**config.mk**
```make
export PLATFORM = sky130hd
export DESIGN_NAME = fetch_top
export DESIGN_NICKNAME = d
export VERILOG_FILES = /design/src/fetch_pkg.sv /design/src/icache_if.sv /design/src/fetch_aligner.sv /design/src/fetch_stage.sv /design/src/fetch_top.sv /design/src/imem_model.sv
export VERILOG_INCLUDE_DIRS = /design/src /design/src/src
export SDC_FILE = /design/constraint.sdc
export NUM_CORES = 1
export LEC_CHECK = 0
export BUFFER_PORTS_ARGS = -buffer_cell sky130_fd_sc_hd__buf_2
export CELL_PAD_IN_SITES_DETAIL_PLACEMENT = 0
export CELL_PAD_IN_SITES_GLOBAL_PLACEMENT = 2
export CORE_ASPECT_RATIO = 1.2
export CORE_UTILIZATION = 35
export CTS_CLUSTER_SIZE = 24
export DETAILED_ROUTE_END_ITERATION = 8
export GPL_ROUTABILITY_DRIVEN = 0
export GPL_TIMING_DRIVEN = 0
export HOLD_SLACK_MARGIN = 0.12
export PLACE_DENSITY = 0.81
export REMOVE_ABC_BUFFERS = 1
export SETUP_SLACK_MARGIN = 0.3
export SLEW_MARGIN = 20
export SYNTH_ARGS = -nofsm -noshare
export SYNTH_HDL_FRONTEND = slang
export SYNTH_SLANG_ARGS = --single-unit
```
**constraint.sdc**
```tcl
create_clock -name clk_i -period 4.9 [get_ports clk_i]
set_input_delay 0.245 -clock clk_i [delete_from_list [all_inputs] [get_ports clk_i]]
set_output_delay 0.245 -clock clk_i [all_outputs]
set_load 0.02 [all_outputs]
```
**src/fetch_macros.svh**
```systemverilog
`ifndef FETCH_MACROS_SVH
`define FETCH_MACROS_SVH

// Instruction and PC width
`define FETCH_XLEN 32

// ROM depth in words
`define FETCH_MEM_WORDS 64

// First fetch address after reset
`define FETCH_RESET_PC 32'h0000_0000

`endif

```
**src/dv/prog.hex**
```
// One 32-bit instruction word per line, from word address 0 upward
// Low halfword holds the lower byte address; RVC and full encodings mixed
00100093
81334505
05050020
00b38082
82330031
46810041
00500313
078d0705
00628433
00ef4781
079101c0
00c58593
05854585
00b50533

```
**src/fetch_pkg.sv**
```systemverilog
`include "fetch_macros.svh"

package fetch_pkg;

    // One instruction word or a byte-address PC
    typedef logic [`FETCH_XLEN-1:0] word_t;

    // Word index into instruction memory
    typedef logic [$clog2(`FETCH_MEM_WORDS)-1:0] memaddr_t;

    // Unused halfwords held in the realign buffer
    //   ALIGN_HALF means only the upper half of the buffer is still pending
    typedef enum logic [1:0] {
        ALIGN_EMPTY = 2'b00,
        ALIGN_HALF  = 2'b01,
        ALIGN_FULL  = 2'b10
    } align_state_t;

endpackage

```
**src/icache_if.sv**
```systemverilog
`timescale 1ns/1ps

interface icache_if
    import fetch_pkg::*;
();

    // Request channel
    memaddr_t req_addr;
    logic     req_valid;
    logic     req_ready;

    // Response channel, in request order
    memaddr_t resp_addr;
    word_t    resp_data;
    logic     resp_valid;
    logic     resp_ready;

    modport fetch (
        output req_addr, req_valid, resp_ready,
        input  req_ready, resp_addr, resp_data, resp_valid
    );

    modport mem (
        input  req_addr, req_valid, resp_ready,
        output req_ready, resp_addr, resp_data, resp_valid
    );

endinterface

```
**src/fetch_aligner.sv**
```systemverilog
`timescale 1ns/1ps

module fetch_aligner
    import fetch_pkg::*;
(
    input  logic  clk_i,
    input  logic  rst_i,
    input  logic  flush_i,
    input  word_t word_i,
    input  logic  word_valid_i,
    output logic  word_ready_o,
    input  logic  take_i,
    output word_t insn_o,
    output logic  insn_valid_o,
    output logic  compressed_o,
    input  logic  skip_low_i
);

    word_t        buf_q;
    align_state_t state_q;
    align_state_t state_d;
    logic         skip_q;
    logic         accept;
    logic [15:0]  lo_half;
    logic [15:0]  hi_half;

    // Pick the two candidate halfwords for the next instruction
    always_comb begin
        case (state_q)
            ALIGN_HALF: begin
                lo_half = buf_q[31:16];
                hi_half = word_i[15:0];
            end
            ALIGN_FULL: begin
                lo_half = buf_q[15:0];
                hi_half = buf_q[31:16];
            end
            default: begin
                lo_half = word_i[15:0];
                hi_half = word_i[31:16];
            end
        endcase
    end

    // RVC encodings never end in 2'b11
    assign compressed_o = lo_half[1:0] != 2'b11;
    assign insn_o       = {compressed_o ? 16'h0000 : hi_half, lo_half};

    always_comb begin
        case (state_q)
            ALIGN_EMPTY: insn_valid_o = word_valid_i && !skip_q;
            ALIGN_HALF:  insn_valid_o = compressed_o || word_valid_i;
            ALIGN_FULL:  insn_valid_o = 1'b1;
            default:     insn_valid_o = 1'b0;
        endcase
    end

    // Only take a word when it fits next to what stays buffered
    always_comb begin
        case (state_q)
            ALIGN_EMPTY: word_ready_o = 1'b1;
            ALIGN_HALF:  word_ready_o = take_i;
            ALIGN_FULL:  word_ready_o = take_i && !compressed_o;
            default:     word_ready_o = 1'b0;
        endcase
    end

    assign accept = word_valid_i && word_ready_o;

    always_comb begin
        state_d = state_q;
        case (state_q)
            ALIGN_EMPTY: begin
                if (accept) begin
                    if (skip_q) begin
                        state_d = ALIGN_HALF;
                    end else if (take_i) begin
                        state_d = compressed_o ? ALIGN_HALF : ALIGN_EMPTY;
                    end else begin
                        state_d = ALIGN_FULL;
                    end
                end
            end
            ALIGN_HALF: begin
                if (take_i && accept) begin
                    // Straddling insn leaves the new upper half behind
                    state_d = compressed_o ? ALIGN_FULL : ALIGN_HALF;
                end else if (take_i) begin
                    state_d = ALIGN_EMPTY;
                end
            end
            ALIGN_FULL: begin
                if (take_i && !accept) begin
                    state_d = compressed_o ? ALIGN_HALF : ALIGN_EMPTY;
                end
            end
            default: state_d = ALIGN_EMPTY;
        endcase
    end

    always_ff @(posedge clk_i) begin
        if (rst_i) begin
            state_q <= ALIGN_EMPTY;
            skip_q  <= 1'b0;
        end else if (flush_i) begin
            state_q <= ALIGN_EMPTY;
            skip_q  <= skip_low_i;
        end else begin
            state_q <= state_d;
            if (accept) begin
                skip_q <= 1'b0;
            end
        end
    end

    always_ff @(posedge clk_i) begin
        if (accept) begin
            buf_q <= word_i;
        end
    end

endmodule

```
**src/fetch_stage.sv**
```systemverilog
`timescale 1ns/1ps

`include "fetch_macros.svh"

module fetch_stage
    import fetch_pkg::*;
(
    input  logic    clk_i,
    input  logic    rst_i,
    input  logic    halt_i,
    input  word_t   jmp_addr_i,
    input  logic    jmp_valid_i,
    icache_if.fetch icache,
    output word_t   pc_o,
    output word_t   ir_o,
    output word_t   pc_next_o,
    output logic    valid_o,
    input  logic    ready_i
);

    localparam memaddr_t RESET_WORD = memaddr_t'(`FETCH_RESET_PC >> 2);

    memaddr_t   req_addr_q;
    memaddr_t   nxt_addr_q;
    memaddr_t   exp_addr_q;
    memaddr_t   jmp_word;
    memaddr_t   load_addr;
    logic       req_valid_q;
    logic [2:0] cnt_q;
    logic       req_fire;
    logic       resp_fire;
    logic       new_req;
    logic       resp_open;
    logic       stale;
    word_t      fetch_pc_q;
    word_t      pc_q;
    word_t      ir_q;
    word_t      pc_next_q;
    logic       valid_q;
    word_t      insn;
    logic       insn_valid;
    logic       compressed;
    logic       word_ready;
    logic       take;
    word_t      pc_step;

    assign jmp_word  = memaddr_t'(jmp_addr_i >> 2);
    assign load_addr = jmp_valid_i ? jmp_word : nxt_addr_q;
    assign req_fire  = icache.req_valid && icache.req_ready;
    assign resp_fire = icache.resp_valid && icache.resp_ready;

    // At most four words between presented and returned
    assign new_req = (!req_valid_q || req_fire) && !halt_i &&
                     ((cnt_q + 3'(req_valid_q)) < 3'd4);

    always_ff @(posedge clk_i) begin
        if (rst_i) begin
            req_valid_q <= 1'b0;
            nxt_addr_q  <= RESET_WORD;
            cnt_q       <= '0;
        end else begin
            if (new_req) begin
                req_valid_q <= 1'b1;
                nxt_addr_q  <= load_addr + memaddr_t'(1);
            end else begin
                if (req_fire) begin
                    req_valid_q <= 1'b0;
                end
                // A waiting request keeps its address, the target goes next
                if (jmp_valid_i) begin
                    nxt_addr_q <= jmp_word;
                end
            end
            cnt_q <= cnt_q + 3'(req_fire) - 3'(resp_fire);
        end
    end

    always_ff @(posedge clk_i) begin
        if (new_req) begin
            req_addr_q <= load_addr;
        end
    end

    assign icache.req_addr  = req_addr_q;
    assign icache.req_valid = req_valid_q;

    // Drop responses that are not the next expected word
    assign stale     = icache.resp_addr != exp_addr_q;
    assign resp_open = cnt_q != 3'd0;
    assign icache.resp_ready = resp_open && (stale || word_ready);

    always_ff @(posedge clk_i) begin
        if (rst_i) begin
            exp_addr_q <= RESET_WORD;
        end else if (jmp_valid_i) begin
            exp_addr_q <= jmp_word;
        end else if (resp_fire && !stale) begin
            exp_addr_q <= exp_addr_q + memaddr_t'(1);
        end
    end

    fetch_aligner u_aligner (
        .clk_i        (clk_i),
        .rst_i        (rst_i),
        .flush_i      (jmp_valid_i),
        .word_i       (icache.resp_data),
        .word_valid_i (icache.resp_valid && resp_open && !stale),
        .word_ready_o (word_ready),
        .take_i       (take),
        .insn_o       (insn),
        .insn_valid_o (insn_valid),
        .compressed_o (compressed),
        .skip_low_i   (jmp_addr_i[1])
    );

    // Load when the output slot is free or being emptied
    assign take    = insn_valid && (!valid_q || ready_i) && !halt_i && !jmp_valid_i;
    assign pc_step = compressed ? word_t'(2) : word_t'(4);

    always_ff @(posedge clk_i) begin
        if (rst_i) begin
            valid_q    <= 1'b0;
            fetch_pc_q <= `FETCH_RESET_PC;
        end else if (jmp_valid_i) begin
            valid_q    <= 1'b0;
            fetch_pc_q <= jmp_addr_i;
        end else if (take) begin
            valid_q    <= 1'b1;
            fetch_pc_q <= fetch_pc_q + pc_step;
        end else if (ready_i) begin
            valid_q <= 1'b0;
        end
    end

    always_ff @(posedge clk_i) begin
        if (take) begin
            pc_q      <= fetch_pc_q;
            ir_q      <= insn;
            pc_next_q <= fetch_pc_q + pc_step;
        end
    end

    assign pc_o      = pc_q;
    assign ir_o      = ir_q;
    assign pc_next_o = pc_next_q;
    assign valid_o   = valid_q;

endmodule

```
**src/fetch_top.sv**
```systemverilog
`timescale 1ns/1ps

module fetch_top
    import fetch_pkg::*;
(
    input  logic  clk_i,
    input  logic  rst_i,
    input  logic  halt_i,
    input  word_t jmp_addr_i,
    input  logic  jmp_valid_i,
    output word_t pc_o,
    output word_t ir_o,
    output word_t pc_next_o,
    output logic  valid_o,
    input  logic  ready_i
);

    // Fetch to instruction memory link
    icache_if icache ();

    fetch_stage u_fetch (
        .clk_i       (clk_i),
        .rst_i       (rst_i),
        .halt_i      (halt_i),
        .jmp_addr_i  (jmp_addr_i),
        .jmp_valid_i (jmp_valid_i),
        .icache      (icache.fetch),
        .pc_o        (pc_o),
        .ir_o        (ir_o),
        .pc_next_o   (pc_next_o),
        .valid_o     (valid_o),
        .ready_i     (ready_i)
    );

    imem_model u_imem (
        .clk_i  (clk_i),
        .rst_i  (rst_i),
        .icache (icache.mem)
    );

endmodule

```
**src/imem_model.sv**
```systemverilog
`timescale 1ns/1ps

`include "fetch_macros.svh"

module imem_model
    import fetch_pkg::*;
(
    input  logic  clk_i,
    input  logic  rst_i,
    icache_if.mem icache
);

    localparam int QDEPTH = 4;

    word_t      rom [`FETCH_MEM_WORDS];
    logic       s1_valid_q;
    memaddr_t   s1_addr_q;
    logic       s2_valid_q;
    memaddr_t   s2_addr_q;
    word_t      s2_data_q;
    memaddr_t   q_addr [QDEPTH];
    word_t      q_data [QDEPTH];
    logic [1:0] wr_ptr_q;
    logic [1:0] rd_ptr_q;
    logic [2:0] q_cnt_q;
    logic [2:0] occ_q;
    logic       req_fire;
    logic       resp_fire;

    initial begin
        $readmemh("/design/src/dv/prog.hex", rom);
    end

    assign req_fire  = icache.req_valid && icache.req_ready;
    assign resp_fire = icache.resp_valid && icache.resp_ready;

    // Words in the read pipe count too, so the queue cannot overflow
    assign icache.req_ready = occ_q < 3'(QDEPTH);

    always_ff @(posedge clk_i) begin
        if (rst_i) begin
            s1_valid_q <= 1'b0;
            s2_valid_q <= 1'b0;
            wr_ptr_q   <= '0;
            rd_ptr_q   <= '0;
            q_cnt_q    <= '0;
            occ_q      <= '0;
        end else begin
            s1_valid_q <= req_fire;
            s2_valid_q <= s1_valid_q;
            wr_ptr_q   <= wr_ptr_q + 2'(s2_valid_q);
            rd_ptr_q   <= rd_ptr_q + 2'(resp_fire);
            q_cnt_q    <= q_cnt_q + 3'(s2_valid_q) - 3'(resp_fire);
            occ_q      <= occ_q + 3'(req_fire) - 3'(resp_fire);
        end
    end

    // Two-stage read, then into the queue
    always_ff @(posedge clk_i) begin
        s1_addr_q <= icache.req_addr;
        s2_addr_q <= s1_addr_q;
        s2_data_q <= rom[s1_addr_q];
        if (s2_valid_q) begin
            q_addr[wr_ptr_q] <= s2_addr_q;
            q_data[wr_ptr_q] <= s2_data_q;
        end
    end

    assign icache.resp_valid = q_cnt_q != 3'd0;
    assign icache.resp_addr  = q_addr[rd_ptr_q];
    assign icache.resp_data  = q_data[rd_ptr_q];

endmodule
```
# Yosys cells after proc, flatten, opt, wreduce, memory -nomap -nowiden
# Memory sizes are Yosys's and may differ from the RTL's. A register that Yosys moved wholly into a read port is not among the register bits.
# Cells that the tools add are included.
# word_totals
mem_count,2
elab_cells,114
input_bits,37
output_inout_bits,97
ff_bits,242
ram_bits,152
# classes
add_sub_neg,12
magnitude_cmp,2
mux,30
eq_ne,7
reduce_logical,38
# mem_list
memory,depth,width,read_ports,rd_ports_with_merged_regs,wr,line,rtl
u_imem.q_data,4,32,1,1,1,imem_model.sv:22,word_t q_data [QDEPTH];
u_imem.q_addr,4,6,1,1,1,imem_model.sv:21,memaddr_t q_addr [QDEPTH];
# op_table
op,n
$mux 32,2
$pmux 16 s2,2
$add 32x32->32,1
$mux 6,4
$mux 2,9
$logic_and 1x1->1,16
$add 3x1->3,4
$add 6x1->6 const B,2
$reduce_bool 2->1,5
$mux 1,9
$sub 3x1->3,3
$logic_not 1->1,8
$lt 3x3->1 const B,2
$ne 2x2->1 const B,3
$ne 6x6->1,1
$pmux 1 s3,2
$pmux 2 s3,1
$reduce_bool 3->1,2
$add 2x1->2,2
$logic_or 1x1->1,4
$mux 3,1
$ne 3x3->1 const B,1
$reduce_and 3->1,1
$eq 2x1->1 const B,1
3 further kinds,3

# Longest topological paths before layout
# logic_depth
word_depth,16
ltp_mapped,14
mapped_depth_nobuf,13

# By module
# From an unflattened synthesis, not the netlist that was laid out.
# unflattened
hier_cells,823
hier_area_um2,10263.6
# modules_own_cells
module,area_each_um2,cells_each,seq_area_each_um2,instances
fetch_stage,6323.6,501,4013.8,1
fetch_aligner,1999.4,192,1021.0,1
imem_model,1940.6,130,1201.2,1

# Worst setup path after synthesis
# No wires, ideal clock.
# synth_path
kind,register to register
from,"register, netlist name u_imem.rd_ptr_q[0]"
to,register u_imem.occ_q[2]
path_slack_ns,0.486
path_buffers,1
required_time_ns,4.772
stages_incl_launch_ff,15
t_arrival_ns,4.287
period_less_slack_ns,4.414
cell_sequence,dfxtp_1 -> buf_2 -> mux4_2 -> xnor2_1 -> nand4_2 -> o31ai_4 -> a2111oi_0 -> nor3_1 -> ha_1 -> inv_1 -> ha_1 -> fa_1 -> xnor2_1 -> xnor2_1 -> nor2_1
# synth_rtl
item,line,rtl
"end signal, assigned",imem_model.sv:54,occ_q <= occ_q + 3'(req_fire) - 3'(resp_fire);
"end, declared",imem_model.sv:26,logic [2:0] occ_q;

==> impl_metrics.prom <==
# TYPE chip_impl_metric gauge
chip_impl_metric{name="report.final.hold_viol_count",unit=""} 0
chip_impl_metric{name="place.port_buffers",unit=""} 101
chip_impl_metric{name="number_of_vias_in_the_routed_layout",unit=""} 3365
chip_impl_metric{name="top_level_ports",unit=""} 134
chip_impl_info{name="cp-end-kind",value="flip-flop"} 1
chip_impl_metric{name="worst_slew_pin_slew",unit="ps"} 1080
chip_impl_info{name="cts_root_buffer",value="sky130_fd_sc_hd__clkbuf_16"} 1
chip_impl_metric{name="gr-usage-all-layers",unit="%"} 13.1
chip_impl_metric{name="final.period_utilization",unit="%"} 83.7
chip_impl_metric{name="post_drt_via_cell_ratio",unit=""} 4.33
chip_impl_metric{name="numCtsBuffers",unit=""} 17
chip_impl_metric{name="worstHoldPathCells",unit=""} 3
chip_impl_info{name="final_cell_mix",value="sky130_fd_sc_hd__buf_2, sky130_fd_sc_hd__dfxtp_1, sky130_fd_sc_hd__edfxtp_1, sky130_fd_sc_hd__nor2_1, sky130_fd_sc_hd__conb_1"} 1
chip_impl_metric{name="postRouteWirelength",unit="um"} 9930
chip_impl_metric{name="syn-instance-count",unit=""} 451
chip_impl_metric{name="drt_pre_antenna_iters",unit=""} 4
chip_impl_metric{name="die_area",unit="mm2"} 0.0164
chip_impl_info{name="final_common_cell",value="sky130_fd_sc_hd__buf_2"} 1
chip_impl_info{name="worst_setup_path_start_kind",value="flip-flop"} 1
chip_impl_metric{name="worst-endpoint-required",unit="ps"} 5170
chip_impl_metric{name="postSynthAreaPerCell",unit="um2"} 12.4
chip_impl_metric{name="post_cts_buffers",unit=""} 0
chip_impl_metric{name="fmax",unit="MHz"} 244
chip_impl_metric{name="r2r_cells",unit=""} 14
chip_impl_metric{name="seq_area_frac_synth",unit="%"} 60.7
chip_impl_metric{name="finalCoreUtilization",unit="%"} 43.8
chip_impl_metric{name="syn-cell-area",unit="mm2"} 0.00557
chip_impl_metric{name="antennaDiodeCount",unit=""} 0
chip_impl_metric{name="worst_skew_pair.late_latency",unit="ps"} 410
chip_impl_metric{name="final_slew_viol_count",unit=""} 0
chip_impl_metric{name="rows",unit=""} 50
chip_impl_metric{name="share_of_synthesized_cell_area_in_full_adder_half_adder_and_majority_cells",unit="%"} 4.22
chip_impl_metric{name="drt-wirelength-per-cell",unit="um"} 12.8
chip_impl_metric{name="share_of_the_synthesized_area_in_compound_gates_ao_oa_aoi_oai",unit="%"} 3.93
chip_impl_metric{name="finalCriticalPeriod",unit="ps"} 4100
chip_impl_metric{name="ir_worst_vdd",unit="uV"} 293
chip_impl_metric{name="drt_drc_violations_left",unit=""} 0
chip_impl_metric{name="number_of_global_route_vias_before_repair",unit=""} 3260
chip_impl_metric{name="die_height",unit="um"} 140
chip_impl_metric{name="worst_ep_arrival_time",unit="ps"} 4380
chip_impl_metric{name="floorplan.core_area",unit="mm2"} 0.0156
chip_impl_metric{name="clkTransAtPathRegs",unit="ps"} 60
chip_impl_metric{name="fin_worst_skew",unit="ps"} 10.0
chip_impl_info{name="setup_repair_after_global_routing_missed_its_margin",value="false"} 1
chip_impl_metric{name="detailedPlacementHpwl",unit="um"} 6620
chip_impl_metric{name="grt_first_pass_wirelength",unit="um"} 16200
chip_impl_metric{name="antenna_found_initial",unit=""} 0
chip_impl_metric{name="cts_htree_levels",unit=""} 4
chip_impl_metric{name="initialDrtViolationCount",unit=""} 119
chip_impl_metric{name="total_power_consumption_of_the_routed_design",unit="mW"} 3.06
chip_impl_metric{name="detail-route-antenna-nets",unit=""} 0
chip_impl_metric{name="floorplan.initialDensity",unit="%"} 35.8
chip_impl_metric{name="synth_edf_count",unit=""} 62
chip_impl_info{name="synth_top_family_by_area",value="buffers and inverters"} 1
chip_impl_metric{name="async_reset_ff_share",unit="%"} 0
chip_impl_metric{name="powerDensity",unit="mW/mm2"} 448
chip_impl_metric{name="syn_to_final_growth",unit="%"} 22.5
chip_impl_info{name="path_class_of_the_lowest_slack_min_delay_path",value="in2reg"} 1
chip_impl_metric{name="yosys.area_share.xor_xnor",unit="%"} 3.62
chip_impl_metric{name="p_leak",unit="nW"} 2.82
chip_impl_metric{name="register_area",unit="mm2"} 0.00338
chip_impl_metric{name="maxCapViolCount",unit=""} 0
chip_impl_metric{name="drive_above_1_share",unit="%"} 25.7
chip_impl_metric{name="maximum_number_of_pins_on_one_net_before_global_route_repair",unit=""} 63
chip_impl_metric{name="slew-limit-headroom",unit="%"} 27.8
chip_impl_metric{name="distinct_cells_synth",unit=""} 44
chip_impl_metric{name="multi_input_comb_area",unit="mm2"} 0.00170
chip_impl_metric{name="clockBufferDepth",unit=""} 2
chip_impl_metric{name="chipWidth",unit="um"} 117
chip_impl_metric{name="synth-simple-area-share",unit="%"} 8.92
chip_impl_metric{name="nets",unit=""} 610
chip_impl_metric{name="num-fill-cells",unit=""} 1480
chip_impl_info{name="outcome",value="finished, final reports clean"} 1
chip_impl_info{name="tritoncts",value="built"} 1
chip_impl_metric{name="grt_remaining_overflow",unit=""} 0
chip_impl_info{name="timing.setup.critical_path_class",value="reg2reg"} 1
chip_impl_info{name="synth_flop_cell",value="sky130_fd_sc_hd__dfxtp_1"} 1
chip_impl_metric{name="synth.ff_latch_count",unit=""} 138
chip_impl_metric{name="yosys-mux-area-fraction",unit="%"} 7.46
chip_impl_metric{name="ys_warn_count",unit=""} 0
chip_impl_metric{name="setup_violations",unit=""} 0
chip_impl_metric{name="timing.critical_path.fanout_max",unit=""} 13
chip_impl_metric{name="clock_sink_count",unit=""} 138
sequential cells by signal, summed over array words and instances, names as in the netlist, 2 cells and up:
register / flops
u_fetch.cnt_q: 3
u_fetch.exp_addr_q: 6
u_fetch.fetch_pc_q: 32
u_fetch.icache.req_addr: 6
u_fetch.nxt_addr_q: 6
u_fetch.pc_next_o: 32
u_fetch.u_aligner.state_q: 2
u_imem.occ_q: 3
u_imem.q_addr: 24
u_imem.q_cnt_q: 3
u_imem.rd_ptr_q: 2
u_imem.s1_addr_q: 6
u_imem.s2_addr_q: 6
u_imem.wr_ptr_q: 2
final timing paths:
kind	start	to	slack (ps)
worst min register to register	u_imem.s1_addr_q[5]	u_imem.s2_addr_q[5]	330
worst max register to register	u_imem.rd_ptr_q[0]	u_imem.occ_q[2]	800
worst max-delay path	u_imem.rd_ptr_q[0]	u_imem.occ_q[2]	800
worst min-delay path	jmp_addr_i[2]	u_fetch.fetch_pc_q[2]	160
kinds of logic after synthesis:
kind of cell,after synthesis
buffers and inverters,100
other,1
AND/OR/NAND/NOR,104
XOR/XNOR,23
multiplexers,34
flip-flops,138
adder cells (fa/ha/maj),17
AO/OA/AOI/OAI,34
cells in the mapped netlist (2+ instances only):
cell type	count	area, um2
sky130_fd_sc_hd__dfxtp_1	76	1520
sky130_fd_sc_hd__buf_4	64	480
sky130_fd_sc_hd__edfxtp_1	62	1860
sky130_fd_sc_hd__nor2_1	44	165
sky130_fd_sc_hd__mux2i_1	28	280
sky130_fd_sc_hd__inv_1	22	82.6
sky130_fd_sc_hd__nand2_1	22	82.6
sky130_fd_sc_hd__xnor2_1	17	149
sky130_fd_sc_hd__ha_1	14	175
sky130_fd_sc_hd__a21oi_1	13	65.1
sky130_fd_sc_hd__clkbuf_1	13	48.8
sky130_fd_sc_hd__nor2b_1	13	81.3
sky130_fd_sc_hd__mux4_2	6	135
sky130_fd_sc_hd__o21ai_0	6	30.0
sky130_fd_sc_hd__xor2_1	6	52.6
sky130_fd_sc_hd__nor3_1	5	25.0
sky130_fd_sc_hd__nand4_1	4	25.0
sky130_fd_sc_hd__and3_1	3	18.8
sky130_fd_sc_hd__fa_1	3	60.1
sky130_fd_sc_hd__nand3_1	3	15.0
sky130_fd_sc_hd__nand3b_1	2	15.0
sky130_fd_sc_hd__o21a_1	2	15.0
sky130_fd_sc_hd__o21ai_1	2	10.0
where the power goes:
group          switching [mW]  total [mW]  internal (mW)
sequential             0.0693        1.38           1.31
clock                   0.492        1.20          0.704
combinational           0.249       0.487          0.238
per-stage QoR:
stage / TNS (ps) / setup WS [ps] / instances / area [um2] / hold WS, ps
finish: 0 / 797 / 777 / 6830 / 156
global route: 0 / 455 / 777 / 6830 / 154
CTS: 0 / 497 / 777 / 6820 / 143
detailed placement: 0 / 538 / 716 / 5960 / 312
global placement: -5520 / -841 / 713 / 5920 / 313
floorplan: 0 / 461 / 404 / 5150 / 310
routing by layer:
layer / part of all wire [%] / GRT usage [%] / up-vias / wire (um)
met2: 53 / 22.1 / 83 / 5230
met4: 1.2 / 5.80 / 0 / 118
li1: - / - / 1654 / -
met5: 0 / 0 / - / 0
met3: 4.1 / 3.72 / 11 / 407
met1: 42 / 15.3 / 1617 / 4170
layout make-up:
| cell class | count | area share (%) |
|---|---|---|
| repair buffers | 133 | 12.2 |
| well taps | 208 | 3.81 |
| inverters | 22 | 1.21 |
| flip-flops and latches | 138 | 49.6 |
| clock inverters | 12 | 1.50 |
| multi-input cells | 244 | 24.8 |
| clock buffers | 20 | 6.85 |
worst max-delay path: stages (launching register included):
cell                        delay [ps]
sky130_fd_sc_hd__dfxtp_1           600
sky130_fd_sc_hd__mux4_2            600
sky130_fd_sc_hd__xnor2_1           200
sky130_fd_sc_hd__nand4_2           250
sky130_fd_sc_hd__o31ai_4           400
sky130_fd_sc_hd__buf_6             220
sky130_fd_sc_hd__a2111oi_0         130
sky130_fd_sc_hd__nor3_2            300
sky130_fd_sc_hd__ha_1              190
sky130_fd_sc_hd__inv_1              40
sky130_fd_sc_hd__ha_1              210
sky130_fd_sc_hd__fa_1              400
sky130_fd_sc_hd__xnor2_1           200
sky130_fd_sc_hd__xnor2_1           140
sky130_fd_sc_hd__nor2_1             50
what timing repair did:
item | in CTS | in global routing
endpoints found under the setup margin | 0 | 3
gates resized for setup | 0 | 1
endpoints found under the hold margin | 30 | 0
hold buffers | 29 | 0
Note: power is estimated with default switching activity, not from simulation.
